**src/hr_display_params.svh**
```systemverilog
`ifndef HR_DISPLAY_PARAMS_SVH
`define HR_DISPLAY_PARAMS_SVH

// raster and counters
`define HR_SCREEN_W 1024
`define HR_SCREEN_H 768
`define HR_HCOUNT_W 11
`define HR_VCOUNT_W 10

// sprite sheet, one bit per pixel
`define HR_SHEET_W 610
`define HR_SHEET_H 356
`define HR_ROM_ADDR_W 18

//////////////////////////////////////////////////////////////////////
// rectangle overlays
//////////////////////////////////////////////////////////////////////
`define HR_TOP_BAR_X 700
`define HR_TOP_BAR_Y 0
`define HR_TOP_BAR_W 250
`define HR_TOP_BAR_H 100
`define HR_BOTTOM_BAR_X 0
`define HR_BOTTOM_BAR_Y (`HR_SCREEN_H - 100)
`define HR_BOTTOM_BAR_W `HR_SCREEN_W
`define HR_BOTTOM_BAR_H 100
`define HR_ERROR_BOX_X 162
`define HR_ERROR_BOX_Y 234
`define HR_ERROR_BOX_W 700
`define HR_ERROR_BOX_H 300
// progress width is live
`define HR_PROGRESS_X 0
`define HR_PROGRESS_Y 374
`define HR_PROGRESS_H 20

//////////////////////////////////////////////////////////////////////
// sprites, screen position and sheet rectangle
//////////////////////////////////////////////////////////////////////
`define HR_LOGO_X 10
`define HR_LOGO_Y 20
`define HR_LOGO_SX 0
`define HR_LOGO_SY 223
`define HR_LOGO_SW 143
`define HR_LOGO_SH 132
`define HR_COLLECT_X 624
`define HR_COLLECT_Y 678
`define HR_COLLECT_SX 251
`define HR_COLLECT_SY 61
`define HR_COLLECT_SW 359
`define HR_COLLECT_SH 73
`define HR_BPM_LABEL_X 785
`define HR_BPM_LABEL_Y 110
`define HR_BPM_LABEL_SX 178
`define HR_BPM_LABEL_SY 229
`define HR_BPM_LABEL_SW 67
`define HR_BPM_LABEL_SH 36
`define HR_TITLE_X 168
`define HR_TITLE_Y 70
`define HR_TITLE_SX 261
`define HR_TITLE_SY 0
`define HR_TITLE_SW 319
`define HR_TITLE_SH 61
`define HR_ERROR_TXT_X 540
`define HR_ERROR_TXT_Y 350
`define HR_ERROR_TXT_SX 437
`define HR_ERROR_TXT_SY 134
`define HR_ERROR_TXT_SW 139
`define HR_ERROR_TXT_SH 61
`define HR_PAUSED_TXT_X 624
`define HR_PAUSED_TXT_Y 683
`define HR_PAUSED_TXT_SX 251
`define HR_PAUSED_TXT_SY 134
`define HR_PAUSED_TXT_SW 186
`define HR_PAUSED_TXT_SH 71
`define HR_BOOT_TXT_X 400
`define HR_BOOT_TXT_Y 200
`define HR_BOOT_TXT_SX 251
`define HR_BOOT_TXT_SY 205
`define HR_BOOT_TXT_SW 212
`define HR_BOOT_TXT_SH 76

// digit glyphs 0..9 side by side on one sheet row
`define HR_DIGIT_SX0 144
`define HR_DIGIT_SY 281
`define HR_DIGIT_PITCH 46
`define HR_DIGIT_W 40
`define HR_DIGIT_H 74
`define HR_HUNDREDS_X 740
`define HR_HUNDREDS_Y 20
`define HR_TENS_X 786
`define HR_TENS_Y 20
`define HR_ONES_X 832
`define HR_ONES_Y 20

// colors, 4 bits per channel
`define HR_COLOR_GREY 12'h666
`define HR_COLOR_WHITE 12'hfff
`define HR_COLOR_RED 12'hf00
`define HR_COLOR_BLUE 12'h17a
`define HR_COLOR_ALERT 12'hf22

// boot bar and pipeline
`define HR_PROGRESS_DIV_W 4
`define HR_PROGRESS_MAX 1024
`define HR_PIPE_LAT 3

`endif

```
**src/hr_display_pkg.sv**
```systemverilog
`default_nettype none

`include "hr_display_params.svh"

package hr_display_pkg;

    typedef enum logic [1:0] {
        st_paused,
        st_running,
        st_error,
        st_boot
    } sys_status_t;

    // one color word, seen raw or per channel
    typedef union packed {
        logic [11:0] raw;
        struct packed {
            logic [3:0] r;
            logic [3:0] g;
            logic [3:0] b;
        } rgb;
    } color_u;

    typedef struct packed {
        logic top_en;
        logic bottom_en;
        logic error_en;
        logic progress_en;
        color_u top_color;
        color_u bottom_color;
        color_u error_color;
        logic [`HR_HCOUNT_W-1:0] progress_w;
    } overlay_ctrl_t;

    typedef struct packed {
        logic logo;
        logic collecting;
        logic hundreds;
        logic bpm_label;
        logic tens;
        logic ones;
        logic title;
        logic error_txt;
        logic paused_txt;
        logic boot_txt;
    } sprite_en_t;

    typedef struct packed {
        logic [3:0] hundreds;
        logic [3:0] tens;
        logic [3:0] ones;
    } bpm_bcd_t;

    typedef struct packed {
        logic hit;
        color_u color;
    } sprite_pix_t;

    // half-open rectangle test
    function automatic logic in_rect(input int px, input int py, input int x0,
                                     input int y0, input int w, input int h);
        return (px >= x0) && (px < x0 + w) && (py >= y0) && (py < y0 + h);
    endfunction

endpackage

`default_nettype wire

```
**src/status_decode.sv**
```systemverilog
`timescale 1ns/1ps
`default_nettype none

`include "hr_display_params.svh"

module status_decode (
    input  logic                          clk_100mhz,
    input  logic                          rst_n,
    input  hr_display_pkg::sys_status_t   status,
    input  logic [7:0]                    bpm,
    output hr_display_pkg::overlay_ctrl_t ovl,
    output hr_display_pkg::sprite_en_t    spr_en
);
    import hr_display_pkg::*;

    logic [`HR_PROGRESS_DIV_W-1:0] presc;
    logic [`HR_PROGRESS_DIV_W-1:0] presc_next;
    overlay_ctrl_t                 ovl_next;
    sprite_en_t                    en_next;

    //////////////////////////////////////////////////////////////////////
    // per-status overlay and sprite selection
    //////////////////////////////////////////////////////////////////////
    always_comb begin
        ovl_next = '0;
        en_next = '0;
        presc_next = '0;
        en_next.logo = 1'b1;
        en_next.title = 1'b1;
        case (status)
            st_paused: begin
                ovl_next.top_en = 1'b1;
                ovl_next.bottom_en = 1'b1;
                ovl_next.top_color.raw = `HR_COLOR_GREY;
                ovl_next.bottom_color.raw = `HR_COLOR_GREY;
                en_next.paused_txt = 1'b1;
                en_next.bpm_label = 1'b1;
                en_next.tens = 1'b1;
                en_next.ones = 1'b1;
            end
            st_running: begin
                ovl_next.top_en = 1'b1;
                ovl_next.bottom_en = 1'b1;
                ovl_next.top_color.raw = `HR_COLOR_RED;
                ovl_next.bottom_color.raw = `HR_COLOR_BLUE;
                en_next.collecting = 1'b1;
                en_next.bpm_label = 1'b1;
                en_next.tens = 1'b1;
                en_next.ones = 1'b1;
                // leading digit only for three-digit rates
                en_next.hundreds = (bpm > 8'd99);
            end
            st_error: begin
                ovl_next.top_en = 1'b1;
                ovl_next.bottom_en = 1'b1;
                ovl_next.error_en = 1'b1;
                ovl_next.top_color.raw = `HR_COLOR_GREY;
                ovl_next.bottom_color.raw = `HR_COLOR_GREY;
                ovl_next.error_color.raw = `HR_COLOR_ALERT;
                en_next.error_txt = 1'b1;
            end
            st_boot: begin
                ovl_next.progress_en = 1'b1;
                en_next.boot_txt = 1'b1;
                presc_next = presc + 1'b1;
                // one pixel per prescaler wrap
                if (presc == '0 && ovl.progress_w < `HR_HCOUNT_W'(`HR_PROGRESS_MAX)) begin
                    ovl_next.progress_w = ovl.progress_w + 1'b1;
                end else begin
                    ovl_next.progress_w = ovl.progress_w;
                end
            end
        endcase
    end

    always_ff @(posedge clk_100mhz) begin
        if (!rst_n) begin
            ovl <= '0;
            spr_en <= '0;
            presc <= '0;
        end else begin
            ovl <= ovl_next;
            spr_en <= en_next;
            presc <= presc_next;
        end
    end

endmodule

`default_nettype wire
```
**config.mk**
```make
export PLATFORM = sky130hd
export DESIGN_NAME = status_decode
export DESIGN_NICKNAME = d
export VERILOG_FILES = /design/src/hr_display_pkg.sv /design/src/status_decode.sv
export VERILOG_INCLUDE_DIRS = /design/src
export SDC_FILE = /design/constraint.sdc
export NUM_CORES = 1
export LEC_CHECK = 0
export ABC_AREA = 1
export BUFFER_PORTS_ARGS = -buffer_cell sky130_fd_sc_hd__buf_4
export CORE_MARGIN = 2
export CORE_UTILIZATION = 47
export CTS_CLUSTER_SIZE = 10
export DETAILED_ROUTE_END_ITERATION = 7
export GPL_TIMING_DRIVEN = 1
export PLACE_DENSITY = 0.94
export SYNTH_ARGS = -nofsm -noshare
export SYNTH_HDL_FRONTEND = slang
export SYNTH_SLANG_ARGS = --single-unit
export TNS_END_PERCENT = 1
```
**constraint.sdc**
```tcl
create_clock -name clk_100mhz -period 2.65 [get_ports clk_100mhz]
set_clock_uncertainty 0.2 [all_clocks]
set_input_delay 0.1325 -clock clk_100mhz [delete_from_list [all_inputs] [get_ports clk_100mhz]]
set_output_delay 0.1325 -clock clk_100mhz [all_outputs]
set_load 0.005 [all_outputs]
```
Word-level counts from Yosys, hierarchy flattened
Cells that the tools add are included.
{"block": "classes", "reduce_logical": 8, "n_eq_ne": 3, "n_lt_le_gt_ge": 2, "mux": 9, "add_sub_neg": 2}
{"op": "24-bit case mux with 2 select lines", "n": 1}
{"op": "12-bit 2-to-1 mux", "n": 1}
{"op": "11-bit by 1-bit adder with 11-bit output, second input constant", "n": 1}
{"op": "11-bit < comparator, second input constant", "n": 1}
{"op": "10-bit 2-to-1 mux", "n": 1}
{"op": "8-bit by 7-bit greater-than comparator with 1-bit output, second input constant", "n": 1}
{"op": "4-bit by 1-bit adder with 4-bit output, second input constant", "n": 1}
{"op": "2-bit == test, second input constant", "n": 2}
{"op": "4-bit zero test", "n": 1}
{"op": "2-bit 2-to-1 mux", "n": 2}
{"op": "2-bit AND reduction", "n": 2}
{"op": "2-bit OR reduction", "n": 2}
{"op": "1-bit 2-to-1 mux", "n": 3}
{"op": "3-bit 2-to-1 mux", "n": 1}
{"op": "3-bit OR reduction", "n": 1}
{"op": "2-bit by 1-bit == test with 1-bit output, second input constant", "n": 1}
{"op": "2-bit zero test", "n": 1}
{"op": "1-bit logical AND", "n": 1}
{"block": "totals", "register_bits": 63, "out_inout_bits": 61, "inputBits": 12, "word_cells": 41}

Logic depth before layout (Yosys ltp)
{"block": "logic_depth", "ltp_word": 4, "depth_mapped": 8, "depth_no_buf": 8}

Worst setup path after synthesis
No wires, ideal clock.
{"block": "synth_timing", "path_kind": "register to register", "startpoint": "register presc[0]", "endpoint": "register ovl[9] (netlist name)", "setup_slack_ns": 1.291, "stages_incl_launch_ff": 8, "period_less_slack_ns": 1.359, "path_buffers": 0, "arrival_time_ns": 1.041, "setup_ns": 0.118, "required_ns": 2.332, "path_cell_list": "dfxtp_1 -> inv_1 -> ha_1 -> nand2_2 -> nor2_8 -> nand3_2 -> nor3_1 -> nor2_1"}
{"block": "synth_via", "elab_chain_cells": 2}
{"element": "from (decl)", "line_no": "status_decode.sv:16", "text": "logic [`HR_PROGRESS_DIV_W-1:0] presc;"}
{"element": "from (signal assigned)", "line_no": "status_decode.sv:84", "text": "presc <= presc_next;"}
{"element": "4-bit zero test", "line_no": "status_decode.sv:67", "text": "if (presc == '0 && ovl.progress_w < `HR_HCOUNT_W'(`HR_PROGRESS_MAX)) begin"}
{"element": "1-bit logical AND", "line_no": "status_decode.sv:67"}
{"element": "to (signal assigned)", "line_no": "status_decode.sv:82", "text": "ovl <= ovl_next;"}
{"element": "to (decl)", "line_no": "status_decode.sv:11", "text": "output hr_display_pkg::overlay_ctrl_t ovl,"}
Every way passes these cells.
A chain may end at the register's enable or synchronous reset.

==> results.toml <==
[setup_path]
cp.arrival_ps = 1740
cp_slowest_cell = "dlygate4sd3_1"
worst_setup_path_end_kind = "register"
critPathRequiredTime_ps = 2730
path_cells = "dlygate4sd3_1 > buf_4 > inv_1 > nor2_1 > inv_1 > nor2_1 > dlygate4sd3_1"
cp-start-kind = "primary input"
cp.buffers_inverters = 5
cp_top_family = "buffers and inverters"
critical_path_class = "primary input to register"
cp_slowest_stage_delay_ps = 550
critPathMaxFanout = 4

[placed_design]
gp_congestion = 0.877
place_ws_ps = 1190
portBuffers = 57
dp.cells = 231
place_hpwl_um = 1840
place_area_um2 = 1510

[sta]
hold_viol = 0
min_period_ps = 1670
clock.fmax_mhz = 600
setup_viol = 0
setup_tns_ps = 0
hold_ws_ps = 285
layout_setup_ws_ps = 982
min_period_over_period = 0.629
slew_viol_final = 0
rsz0062_at_grt = "no"

[clock_network]
cts_setup_buffers = 0
cts-root-buf = "clkbuf_4"
clock_sinks = 24
cts_tree = "yes"
cts_buffers = 3
clkTransAtPathRegs_ps = 120
htreeDepth = 1
clk-insertion-delay-late_ps = 320
cts_resized = 0
cts_buffer_depth = 2

[die]
design.core.area_um2 = 2710
dieArea_um2 = 3240
fp.dieH_um = 56.9
dieWidth_um = 56.9
rows = 19
io_pins = 73
start_util = 0.486

[route]
wl_per_cell_um = 10.6
drt-initial-drc-count = 42
drt-pass1-iter-count = 4
viasPerCell = 4.56
antenna_left = 0
num_vias = 1098
routed_wl_um = 2550
drc = 0

[logic_synthesis]
synth.cell_area_um2 = 1320
synth_cell_types = 24
synth_top_cell_by_area = "dfxtp_1"
synth_cells = 173
yosysTopAreaCellShare = 0.365
ys_ff_latch = 24
ys_seq_area_frac = 0.365
synthTopCellsByArea = "dfxtp_1 (36%), buf_4 (23%), inv_1 (6.6%)"
avgSynthCellArea_um2 = 7.62
ys.flop_type = "dfxtp_1"
ys_async_sr_fraction = 0
ys_warn_count = 0
synth_edf_count = 0

[finish]
final_cells = 241
area_growth_pct = 23.2
final_cell_mix = "buf_4 (57), dfxtp_1 (24), inv_1 (23), nor2_1 (23), nand2_1 (21)"
nets = 226
diodes = 0
drive_above_1_share = 0.352
fin_util = 0.599
mostFrequentLayoutCell = "buf_4"
stdcell_area_um2 = 1620

[power]
power_mw = 0.734
p_leak_nw = 0.811
power_density_nw_per_um2 = 453
peakVddDrop_mv = 0.400

[min_path]
min_path_type = "primary input to register"

[global_route]
grt_pass1_vias = 943
antenna_found_initial = 0
grt_usage = 0.157
grt_max_degree = 15
grt_overflow = 0
grt_pass1_wl_um = 4060

[status]
status = "completed"

[flow_run]
drv_cap = 0
[layer usage]
metal / wire [um] / share of wire / global-route usage / vias to the layer above
met2: 1340 / 0.53 / 0.273 / 38
li1: - / - / - / 541
met4: 55 / 0.022 / 0.0930 / 0
met1: 1020 / 0.40 / 0.179 / 514
met5: 0 / 0 / 0 / -
met3: 137 / 0.054 / 0.0272 / 5
[cells in the mapped netlist (2+ instances only)]
library cell / number
o21ai_2: 2
dfxtp_1: 24
nor3_1: 2
nand2_2: 2
buf_4: 41
inv_2: 5
o21ai_1: 3
nand3_2: 2
o21ai_0: 4
a21oi_1: 5
nand2_1: 21
inv_1: 23
ha_1: 3
nor2_1: 23
nand4_1: 3
nand3_1: 2
[final timing paths]
path                                           from              endpoint  slack, ps  cells after the start
worst max-delay path                          rst_n  spr_en[1]$_SDFF_PN0_        980                      7
worst min-delay path                          rst_n     spr_en[9]$_DFF_P_        280                      2
worst max register to register  presc[0]$_SDFF_PN0_   ovl[9]$_SDFFE_PN0P_       1150                      7
worst min register to register  presc[0]$_SDFF_PN0_   presc[0]$_SDFF_PN0_        290                      1
[cell families (layout without fill, tap and decap cells)]
group / Yosys count / count (layout) / share of synthesized area
compound gates: 15 / 15 / 0.0636
xor+xnor: 2 / 2 / 0.0133
fa+ha+maj: 3 / 3 / 0.0285
buf+inv: 70 / 95 / 0.322
flops: 24 / 24 / 0.365
other cells: 1 / 13 / 0.00285
simple gates: 58 / 58 / 0.205
[area by class of cell]
class	count	area, um2
Fill cell	225	1090
Timing Repair Buffer	63	488
Sequential cell	24	480
Multi-Input combinational cell	91	458
Inverter	28	105
Tap cell	31	38.8
Clock inverter	1	30.0
Clock buffer	3	22.5
[where the power goes]
group | internal (mW) | switching, mW | total [mW]
Sequential | 0.369 | 0.00853 | 0.378
Combinational | 0.0538 | 0.0389 | 0.0927
Clock | 0.153 | 0.111 | 0.264
Total | 0.576 | 0.158 | 0.734
[registers in the layout, indices dropped and copies added (netlist names)]
name / cells
ovl: 15
spr_en: 5
presc: 4
[repair_timing]
item                                   CTS  global route
endpoints found under the hold margin   12             0
setup endpoints to repair                0             0
hold buffers                             6             0
No activity file was read; power rests on OpenSTA's default activity.
