==> src/hr_display_params.svh <==
`ifndef HR_DISPLAY_PARAMS_SVH
`define HR_DISPLAY_PARAMS_SVH

// raster and counters
`define HR_SCREEN_W 1024
`define HR_SCREEN_H 768
`define HR_HCOUNT_W 11
`define HR_VCOUNT_W 10

// sprite sheet, one bit per pixel
`define HR_SHEET_W 610
`define HR_SHEET_H 356
`define HR_ROM_ADDR_W 18

//////////////////////////////////////////////////////////////////////
// rectangle overlays
//////////////////////////////////////////////////////////////////////
`define HR_TOP_BAR_X 700
`define HR_TOP_BAR_Y 0
`define HR_TOP_BAR_W 250
`define HR_TOP_BAR_H 100
`define HR_BOTTOM_BAR_X 0
`define HR_BOTTOM_BAR_Y (`HR_SCREEN_H - 100)
`define HR_BOTTOM_BAR_W `HR_SCREEN_W
`define HR_BOTTOM_BAR_H 100
`define HR_ERROR_BOX_X 162
`define HR_ERROR_BOX_Y 234
`define HR_ERROR_BOX_W 700
`define HR_ERROR_BOX_H 300
// progress width is live
`define HR_PROGRESS_X 0
`define HR_PROGRESS_Y 374
`define HR_PROGRESS_H 20

//////////////////////////////////////////////////////////////////////
// sprites, screen position and sheet rectangle
//////////////////////////////////////////////////////////////////////
`define HR_LOGO_X 10
`define HR_LOGO_Y 20
`define HR_LOGO_SX 0
`define HR_LOGO_SY 223
`define HR_LOGO_SW 143
`define HR_LOGO_SH 132
`define HR_COLLECT_X 624
`define HR_COLLECT_Y 678
`define HR_COLLECT_SX 251
`define HR_COLLECT_SY 61
`define HR_COLLECT_SW 359
`define HR_COLLECT_SH 73
`define HR_BPM_LABEL_X 785
`define HR_BPM_LABEL_Y 110
`define HR_BPM_LABEL_SX 178
`define HR_BPM_LABEL_SY 229
`define HR_BPM_LABEL_SW 67
`define HR_BPM_LABEL_SH 36
`define HR_TITLE_X 168
`define HR_TITLE_Y 70
`define HR_TITLE_SX 261
`define HR_TITLE_SY 0
`define HR_TITLE_SW 319
`define HR_TITLE_SH 61
`define HR_ERROR_TXT_X 540
`define HR_ERROR_TXT_Y 350
`define HR_ERROR_TXT_SX 437
`define HR_ERROR_TXT_SY 134
`define HR_ERROR_TXT_SW 139
`define HR_ERROR_TXT_SH 61
`define HR_PAUSED_TXT_X 624
`define HR_PAUSED_TXT_Y 683
`define HR_PAUSED_TXT_SX 251
`define HR_PAUSED_TXT_SY 134
`define HR_PAUSED_TXT_SW 186
`define HR_PAUSED_TXT_SH 71
`define HR_BOOT_TXT_X 400
`define HR_BOOT_TXT_Y 200
`define HR_BOOT_TXT_SX 251
`define HR_BOOT_TXT_SY 205
`define HR_BOOT_TXT_SW 212
`define HR_BOOT_TXT_SH 76

// digit glyphs 0..9 side by side on one sheet row
`define HR_DIGIT_SX0 144
`define HR_DIGIT_SY 281
`define HR_DIGIT_PITCH 46
`define HR_DIGIT_W 40
`define HR_DIGIT_H 74
`define HR_HUNDREDS_X 740
`define HR_HUNDREDS_Y 20
`define HR_TENS_X 786
`define HR_TENS_Y 20
`define HR_ONES_X 832
`define HR_ONES_Y 20

// colors, 4 bits per channel
`define HR_COLOR_GREY 12'h666
`define HR_COLOR_WHITE 12'hfff
`define HR_COLOR_RED 12'hf00
`define HR_COLOR_BLUE 12'h17a
`define HR_COLOR_ALERT 12'hf22

// boot bar and pipeline
`define HR_PROGRESS_DIV_W 4
`define HR_PROGRESS_MAX 1024
`define HR_PIPE_LAT 3

`endif

==> src/hr_display_pkg.sv <==
`default_nettype none

`include "hr_display_params.svh"

package hr_display_pkg;

    typedef enum logic [1:0] {
        st_paused,
        st_running,
        st_error,
        st_boot
    } sys_status_t;

    // one color word, seen raw or per channel
    typedef union packed {
        logic [11:0] raw;
        struct packed {
            logic [3:0] r;
            logic [3:0] g;
            logic [3:0] b;
        } rgb;
    } color_u;

    typedef struct packed {
        logic top_en;
        logic bottom_en;
        logic error_en;
        logic progress_en;
        color_u top_color;
        color_u bottom_color;
        color_u error_color;
        logic [`HR_HCOUNT_W-1:0] progress_w;
    } overlay_ctrl_t;

    typedef struct packed {
        logic logo;
        logic collecting;
        logic hundreds;
        logic bpm_label;
        logic tens;
        logic ones;
        logic title;
        logic error_txt;
        logic paused_txt;
        logic boot_txt;
    } sprite_en_t;

    typedef struct packed {
        logic [3:0] hundreds;
        logic [3:0] tens;
        logic [3:0] ones;
    } bpm_bcd_t;

    typedef struct packed {
        logic hit;
        color_u color;
    } sprite_pix_t;

    // half-open rectangle test
    function automatic logic in_rect(input int px, input int py, input int x0,
                                     input int y0, input int w, input int h);
        return (px >= x0) && (px < x0 + w) && (py >= y0) && (py < y0 + h);
    endfunction

endpackage

`default_nettype wire

==> src/pixel_mixer.sv <==
`timescale 1ns/1ps
`default_nettype none

module pixel_mixer (
    input  logic                        clk_100mhz,
    input  logic                        rst_n,
    input  hr_display_pkg::sprite_pix_t spr,
    input  hr_display_pkg::color_u      ovl_pix,
    input  logic                        rom_data,
    output hr_display_pkg::color_u      rgb
);
    import hr_display_pkg::*;

    sprite_pix_t spr_d;
    color_u      ovl_d;
    logic        lit;

    // rom answers one cycle after the address, so wait for it
    always_ff @(posedge clk_100mhz) begin
        if (!rst_n) begin
            spr_d.hit <= 1'b0;
        end else begin
            spr_d.hit <= spr.hit;
        end
        spr_d.color <= spr.color;
        ovl_d <= ovl_pix;
    end

    // a set sheet bit inside a sprite wins
    assign lit = spr_d.hit && rom_data;

    always_ff @(posedge clk_100mhz) begin
        if (!rst_n) begin
            rgb <= '0;
        end else begin
            rgb.rgb.r <= lit ? spr_d.color.rgb.r : ovl_d.rgb.r;
            rgb.rgb.g <= lit ? spr_d.color.rgb.g : ovl_d.rgb.g;
            rgb.rgb.b <= lit ? spr_d.color.rgb.b : ovl_d.rgb.b;
        end
    end

endmodule

`default_nettype wire

==> config.mk <==
export PLATFORM = sky130hd
export DESIGN_NAME = pixel_mixer
export DESIGN_NICKNAME = d
export VERILOG_FILES = /design/src/hr_display_pkg.sv /design/src/pixel_mixer.sv
export VERILOG_INCLUDE_DIRS = /design/src
export SDC_FILE = /design/constraint.sdc
export NUM_CORES = 1
export LEC_CHECK = 0
export CAP_MARGIN = 20
export CORE_MARGIN = 4
export CORE_UTILIZATION = 61
export DETAILED_ROUTE_END_ITERATION = 16
export DONT_BUFFER_PORTS = 1
export PLACE_DENSITY = 0.87
export SLEW_MARGIN = 20
export SYNTH_ARGS = -nofsm -noshare
export SYNTH_HDL_FRONTEND = slang
export SYNTH_SLANG_ARGS = --single-unit
export TNS_END_PERCENT = 5
==> constraint.sdc <==
create_clock -name clk_100mhz -period 1.5 [get_ports clk_100mhz]
set_input_delay 0.3 -clock clk_100mhz [delete_from_list [all_inputs] [get_ports clk_100mhz]]
set_output_delay 0.3 -clock clk_100mhz [all_outputs]
set_load 0.1 [all_outputs]
Word-level counts from Yosys, hierarchy flattened
Cells that the tools add are included.

Logic and storage cells: 8. Output and inout port bits: 12. Register bits: 37. Bits of input ports: 28.

Reductions and logical operators: 1. Multiplexer cells: 3.

Operator list (count): 4-bit 2-to-1 mux (3); 1-bit logical AND (1).

Longest topological paths before layout
Gate-level depths: netlist of the first run.

Depth in word-level cells: 2. Depth in mapped cells: 4. Depth with buffers taken out: 2.

Least setup slack after synthesis of the first run
OpenSTA, ideal clock, no wires.

Path type: register to output. Start point: register rgb[0] in the netlist's numbering. End point: output port rgb[0] in the netlist's numbering. Arrival: 909 ps. Path buffers: 0. Data required time: 1200 ps. Setup slack: 291 ps. Cell stages (with the launch flop): 1. Cell sequence: dfxtp_1.

RTL lines: start, declared (RTL line pixel_mixer.sv:10) `output hr_display_pkg::color_u rgb`.

No word-level cell between the ends.

Final worst setup path of the first run
Start point: register rgb[2] in the netlist's numbering. End point: output port rgb[2] in the netlist's numbering.

No word-level cell between the ends.

==> results of run 1 <==
flip-flops by register name (all words and copies together), names as in the netlist:
name and flops:
spr_d 13, rgb 12, ovl_d 12
per-layer routing:
metal,GRT usage [%],vias to the layer above,wire (µm)
met5,0,-,0
met4,12.8,0,97
met3,8.26,11,158
met2,37.5,35,1230
met1,20.2,356,897
li1,-,353,-
stage by stage:
step	total power (W)	worst slack, ns
finish	0.00199	0.225
global route	0.00205	0.196
CTS	0.00198	0.237
detailed placement	0.00132	0.611
global placement	0.00131	0.631
floorplan	0.00129	0.291
logic make-up after synthesis:
group,after synthesis,share of synthesized area [%]
DFF,37,71.9
and+or+nand+nor,26,13.1
AOI/OAI and AO/OA,12,9.48
buffers and inverters,6,5.47
power by group through the flow:
stage                     clock (W)  sequential, W  combinational [W]
after floorplan                   0        0.00123          0.0000574
after global placement            0        0.00108           0.000237
after detailed placement          0        0.00108           0.000239
after CTS                  0.000640        0.00106           0.000288
after global routing       0.000686        0.00106           0.000302
final                      0.000636        0.00106           0.000292
worst paths after layout:
kind         startpoint        end  slack [ns]
max              rgb[2]     rgb[2]        0.23
min             spr[12]  spr_d[12]        0.10
max reg2reg   spr_d[12]     rgb[1]        0.64
min reg2reg   ovl_d[10]    rgb[10]        0.45
cell type report:
type                            count  area share (%)
Sequential cell                    37            52.8
Multi-Input combinational cell     38            16.6
Clock inverter                      2            2.50
Tap cell                           16            1.43
Clock buffer                        5            2.67
Timing Repair Buffer               37            24.1
placed cells by master (no fill, tap or decap), drive strengths merged:
cell	count
dfxtp	37
dlygate4sd3	24
buf	13
nand2	12
nand4	12
o21ai	12
clkbuf	5
and2	2
clkinv	1
bufinv	1
==> results.toml, run 1 <==
[clock_network]
postCtsSetupBuffers = 0
clockRootBuffer = "clkbuf_4"
cts_tree = "yes"
h-tree-depth = 2
cts_resized = 0
cts_sinks = 37
clk_latency_ns = 0.33
path_clk_slew_ns = 0.11
numCtsBuffers = 5
postCtsHoldBufs = 24
cts_buffer_depth = 2

[timing]
hold_viol_final = 0
relSlewSlack_pct = 80.9
hold_ws_ns = 0.104
rsz0062_at_grt = "no"
tns_ns = 0
fmax_mhz = 784
post-route-min-period_ns = 1.27
worst_pin_slew_ns = 0.289
fin_crit_sh_pct = 85.0
setup_viol = 0
drv_slew = 0
skew_ns = 0.0115

[logic_synthesis]
synthTopCellsByArea = "dfxtp_1 72%, o21ai_2 8.5%, nand4_1 7.3%, nand2_1 4.4%, buf_12 1.9%"
synth.largest_area_cell = "dfxtp_1"
synth_area_per_cell_um2 = 12.7
async_reset_ff_share_pct = 0
synth_area_um2 = 1030
yosysMostFrequentCell = "dfxtp_1"
ys_warn_count = 0
syn_inst = 81
synth_flop_cell = "dfxtp_1"
syn_nets = 109
ys_ff_latch = 37
yosysTopAreaCellShare_pct = 71.9
synth.distinct_cells = 11
ys_seq_area_share_pct = 71.9
synth-edff-count = 0
synthTopCellsByCount = "37 x dfxtp_1, 12 x nand2_1, 12 x nand4_1, 10 x o21ai_2"

[job]
drv_cap = 0

[run_status]
status = "complete, no violations"

[cells_and_area]
filler_cell_count = 66
final_nets = 147
syn_to_final_growth_pct = 36.3
fin_util_pct = 90.0
diodes = 0
drive_above_1_share_pct = 26.1
seqCellArea_um2 = 741
final_cell_area_um2 = 1400
stdcell_count = 135
multiInputGateArea_um2 = 233

[setup_path]
critPathKind = "reg2out"
r2r_cells = 3
crit_required_ns = 1.20
startpoint_type = "register"
crit_path_end_kind = "output port"
crit_chain = "buf_4"
crit_slowest_cell = "dfxtp_1"
cpPeakStageDelay_ns = 0.35
critPathBufInv = 1
critPathMaxFanout = 1
arrival_ns = 0.97
cpLargestDelayFamily = "flip-flops"
cp_num_cells = 1

[pwr]
power_density_nw_per_um2 = 1410
ir_drop_uv = 953
power.share.clock_pct = 32.0
pwr-share-comb_pct = 14.7
switching_share_pct = 26.1
pwr-share-seq_pct = 53.3
switchingPower_w = 0.000519
internal_power_w = 0.00147
leakagePower_nw = 0.596

[placed_design]
gp_congestion = 0.670
hpwl_mm = 1.16
dp.cells = 104
portBuffers = 0
dpl-instance-area_um2 = 1090

[floorplan]
dieArea_um2 = 2410
core-area_um2 = 1560
die_h_um = 49.1
num_io_pins = 40
start_util_pct = 66.1
die_w_um = 49.1
core.rowCount = 14

[global_route]
grt_max_degree = 26
grtUsageTotal_pct = 21.1
antenna_found_initial = 0
grt_pass1_vias = 773
grt_overflow = 0
grt_pass1_wl_mm = 3.67

[detailed_routing]
dr.first_iter.drc_count = 20
ant_nets = 0
finalWirelength_mm = 2.38
avgRoutedWirePerCell_um = 17.6
vias_per_cell = 5.59
drt_pass1_iterations = 4
drc = 0
vias = 755

[hold_path]
min_path_type = "in2reg"
hold_depth = 1
Power figures use the tool's default switching activity.
==> run 2: changes to the inputs <==
Settings changed: CORE_UTILIZATION 61 to 57, PLACE_DENSITY 0.87 to 0.82.
Clock period 1.5 ns to 1.3 ns, I/O delays scaled along.
==> run 2 against run 1 <==
Total power is 20% higher. Hold slack worse by 0.059 ns. Worst setup slack worse by 0.18 ns. Final cell count is 7.4% higher. Flip-flop and latch count stayed put. Die area is 5.9% higher. Sequential power is 15% higher. Combinational power is 15% higher. Clock power is 29% higher.
==> results.toml, run 2 (synthesis gave the netlist of run 1 again) <==
[detailed_routing]
vias = 721
avgRoutedWirePerCell_um = 15.0
vias_per_cell = 4.97
wirelength_met1_um = 718
drt_pass1_iterations = 4
dr.first_iter.drc_count = 7
met2_length_mm = 1.20
drc = 0
highest_layer = "met4"
finalWirelength_mm = 2.18
route.met3.wl_um = 163
ant_nets = 0

[clock_network]
clk_latency_ns = 0.34
h-tree-depth = 2
postCtsSetupBuffers = 0
cts_buffer_depth = 2
cts_tree = "yes"
clockRootBuffer = "clkbuf_4"
path_clk_slew_ns = 0.11
numCtsBuffers = 5
cts_resized = 0
cts_sinks = 37

[setup_path]
critPathKind = "reg2out"
r2r_end = "rgb[6]"
cpLargestDelayFamily = "flip-flops"
crit_path_end_kind = "output port"
crit_required_ns = 1.04
cp_num_cells = 1
timing.rr.start = "spr_d[12]"
critPathMaxFanout = 1
crit_chain = "buf_4"
arrival_ns = 1.00
r2r_slack_ns = 0.48
r2r_cells = 3
cpPeakStageDelay_ns = 0.35
crit_slowest_cell = "dfxtp_1"
critPathBufInv = 1
startpoint_type = "register"

[global_route]
grt_pass1_vias = 759
antenna_found_initial = 0
grtUsageTotal_pct = 20.5
grt_pass1_wl_mm = 3.55
grt_max_degree = 26
grt_overflow = 0

[cells_and_area]
diodes = 0
regMostFlops = "spr_d"
syn_to_final_growth_pct = 39.0
final_nets = 147
final_common_cell = "dfxtp_1"
fin_util_pct = 82.9
final_cell_mix = "37 x dfxtp_1, 24 x dlygate4sd3_1, 13 x buf_4"
reg_top3 = "spr_d x13, ovl_d x12, rgb x12"
drive_above_1_share_pct = 26.7
largest_reg_flops = 13

[floorplan]
start_util_pct = 59.6
dieArea_um2 = 2550
die_h_um = 50.5
core.rowCount = 15
die_w_um = 50.5
core-area_um2 = 1730
num_io_pins = 40

[timing]
drv_slew = 0
tns_ns = 0
hold_viol_final = 0
setup_slack_ns = 0.0438
fmax_mhz = 796
setup_viol = 0
fin_crit_sh_pct = 96.6
worst_pin_slew_ns = 0.297
rsz0062_at_grt = "no"
post-route-min-period_ns = 1.26
relSlewSlack_pct = 80.4
skew_ns = 0.0122

[pwr]
power_density_nw_per_um2 = 1660
ir_drop_uv = 1130
leakagePower_nw = 0.599

[run_status]
status = "complete, no violations"

[placed_design]
hpwl_mm = 1.13
gp_congestion = 0.612
portBuffers = 0
dpl_worst_slack_ns = 0.445

[job]
drv_cap = 0

[hold_path]
hold_start = "rst_n"
min_path_type = "in2reg"
hold_path_end = "rgb[0]"
hold_depth = 2
[run 2: worst max path at each step]
stage          startpoint     end  slack (ns)
2_1_floorplan      rgb[0]  rgb[0]        0.13
3_3_place_gp       rgb[5]  rgb[5]        0.47
3_5_place_dp       rgb[2]  rgb[2]        0.45
4_1_cts            rgb[2]  rgb[2]        0.05
5_1_grt            rgb[6]  rgb[6]        0.02
6_report           rgb[6]  rgb[6]        0.04
[run 2: cell type report]
class	instances	area, µm²
Timing Repair Buffer	37	338
Tap cell	25	31.3
Multi-Input combinational cell	38	233
Clock buffer	6	51.3
Clock inverter	2	37.5
Sequential cell	37	741
Fill cell	110	295
[run 2: what timing repair did]
action,in CTS,in global routing
hold endpoints to repair,24,0
hold buffers,24,0
endpoints found under the setup margin,0,0
[run 2: routing by layer]
layer / up-vias / global-route usage, %
li1: 350 / -
met1: 330 / 18.9
met2: 32 / 36.5
met3: 9 / 7.72
met4: 0 / 14.3
met5: - / 0
[run 2: through the flow]
stage | area, µm² | instances | hold WS, ns | total power (W)
after floorplan | 1030 | 81 | 0.288 | 0.00149
after global placement | 1100 | 113 | 0.288 | 0.00151
after detailed placement | 1100 | 113 | 0.288 | 0.00152
after CTS | 1430 | 145 | 0.0144 | 0.00239
after global routing | 1430 | 145 | 0.0379 | 0.00246
final | 1430 | 145 | 0.0450 | 0.00237
[run 2: power breakdown]
group / internal, W / total [W] / leakage, nW / switching (W)
clock network: 0.000457 / 0.000820 / 0.0445 / 0.000363
registers: 0.00120 / 0.00122 / 0.311 / 0.0000188
logic: 0.000101 / 0.000335 / 0.244 / 0.000234
==> run 3: changes to the inputs <==
Settings changed: MAX_ROUTING_LAYER set to met4, SKIP_LAST_GASP set to 1.
==> run 3 against run 2 <==
First-iteration DRC count grew to 2.9 times the previous value. Final area is the same. Total power grew 0.17%. Critical endpoint unchanged. Largest cell class unchanged.
==> results.toml, run 3 (synthesis gave the netlist of run 1 again) <==
[clock_network]
cts_buffer_depth = 2
clockRootBuffer = "clkbuf_4"
cts_tree = "yes"
path_clk_slew_ns = 0.12
numCtsBuffers = 5
h-tree-depth = 2
cts_resized = 0
clk_latency_ns = 0.34
cts_sinks = 37

[cells_and_area]
final_nets = 147
drive_above_1_share_pct = 26.7
final_cell_area_um2 = 1430
final_cell_mix = "37 x dfxtp_1, 24 x dlygate4sd3_1, 13 x buf_4"
final_common_cell = "dfxtp_1"
reg_top3 = "spr_d x13, ovl_d x12, rgb x12"
syn_to_final_growth_pct = 39.0
stdcell_count = 145
diodes = 0
regMostFlops = "spr_d"
fin_util_pct = 82.9
largest_reg_flops = 13

[setup_path]
arrival_ns = 1.00
timing.rr.start = "spr_d[12]"
crit_path_end_kind = "output port"
critPathMaxFanout = 1
cpLargestDelayFamily = "flip-flops"
crit_slowest_cell = "dfxtp_1"
crit_chain = "buf_4"
cpPeakStageDelay_ns = 0.35
crit_required_ns = 1.04
startpoint = "rgb[6]"
critPathBufInv = 1
startpoint_type = "register"
critPathKind = "reg2out"

[timing]
worst_pin_slew_ns = 0.297
fmax_mhz = 795
post-route-min-period_ns = 1.26
skew_ns = 0.0148
setup_viol = 0
hold_viol_final = 0
drv_slew = 0
fin_crit_sh_pct = 96.7
rsz0062_at_grt = "no"
relSlewSlack_pct = 80.4
tns_ns = 0

[global_route]
grt_pass1_vias = 753
antenna_found_initial = 0
grt_pass1_wl_mm = 3.56
grt_overflow = 0
grtUsageTotal_pct = 21.0
grt_max_degree = 26

[floorplan]
core-area_um2 = 1730
dieArea_um2 = 2550
die_h_um = 50.5
start_util_pct = 59.6
num_io_pins = 40
die_w_um = 50.5
core.rowCount = 15

[detailed_routing]
drt_pass1_iterations = 4
vias = 734
ant_nets = 0
vias_per_cell = 5.06
avgRoutedWirePerCell_um = 15.0
finalWirelength_mm = 2.18
drc = 0
dr.first_iter.drc_count = 20

[placed_design]
dpl-instance-area_um2 = 1100
portBuffers = 0
gp_congestion = 0.616
dp.cells = 113
hpwl_mm = 1.13

[pwr]
ir_drop_uv = 1130
total_power_w = 0.00238
leakagePower_nw = 0.599
power_density_nw_per_um2 = 1660

[hold_path]
hold_start = "rst_n"
min_path_type = "in2reg"

[run_status]
status = "complete, no violations"

[job]
drv_cap = 0
[run 3: final timing paths]
path,depth (start not counted),endpoint,slack (ns)
worst min register to register,2,rgb[4],0.45
worst min-delay path,2,rgb[0],0.04
worst max register to register,2,rgb[1],0.48
worst max-delay path,1,rgb[6],0.04
[run 3: what timing repair did]
action,CTS,global route
buffers inserted,0,0
endpoints found under the hold margin,24,0
hold buffers,24,0
[run 3: metal layers]
layer	track usage [%]	wire length (µm)	vias up	share of wire, %
met5	-	0	-	0
met4	14.3	93	0	4.3
met3	7.12	171	11	7.9
met2	36.5	1160	37	53
met1	19.2	748	335	34
li1	-	-	351	-
[run 3: power by group]
group          internal, W  switching (W)  leakage [nW]
registers          0.00120      0.0000191         0.311
clock network     0.000457       0.000367        0.0445
logic             0.000101       0.000233         0.244
total              0.00176       0.000620         0.599
[run 3: final cells by class]
class                      count  area, µm²
multi-input combinational     38        233
sequential                    37        741
fill                         110        295
timing repair buffer          37        338
clock inverter                 2       37.5
clock buffer                   6       51.3
tap                           25       31.3
[run 3: per-stage QoR]
step                hold slack, ns  setup slack, ns
floorplan                    0.288            0.131
global placement             0.288            0.470
detailed placement           0.288            0.445
CTS                         0.0144           0.0462
global route                0.0378           0.0201
finish                      0.0394           0.0429
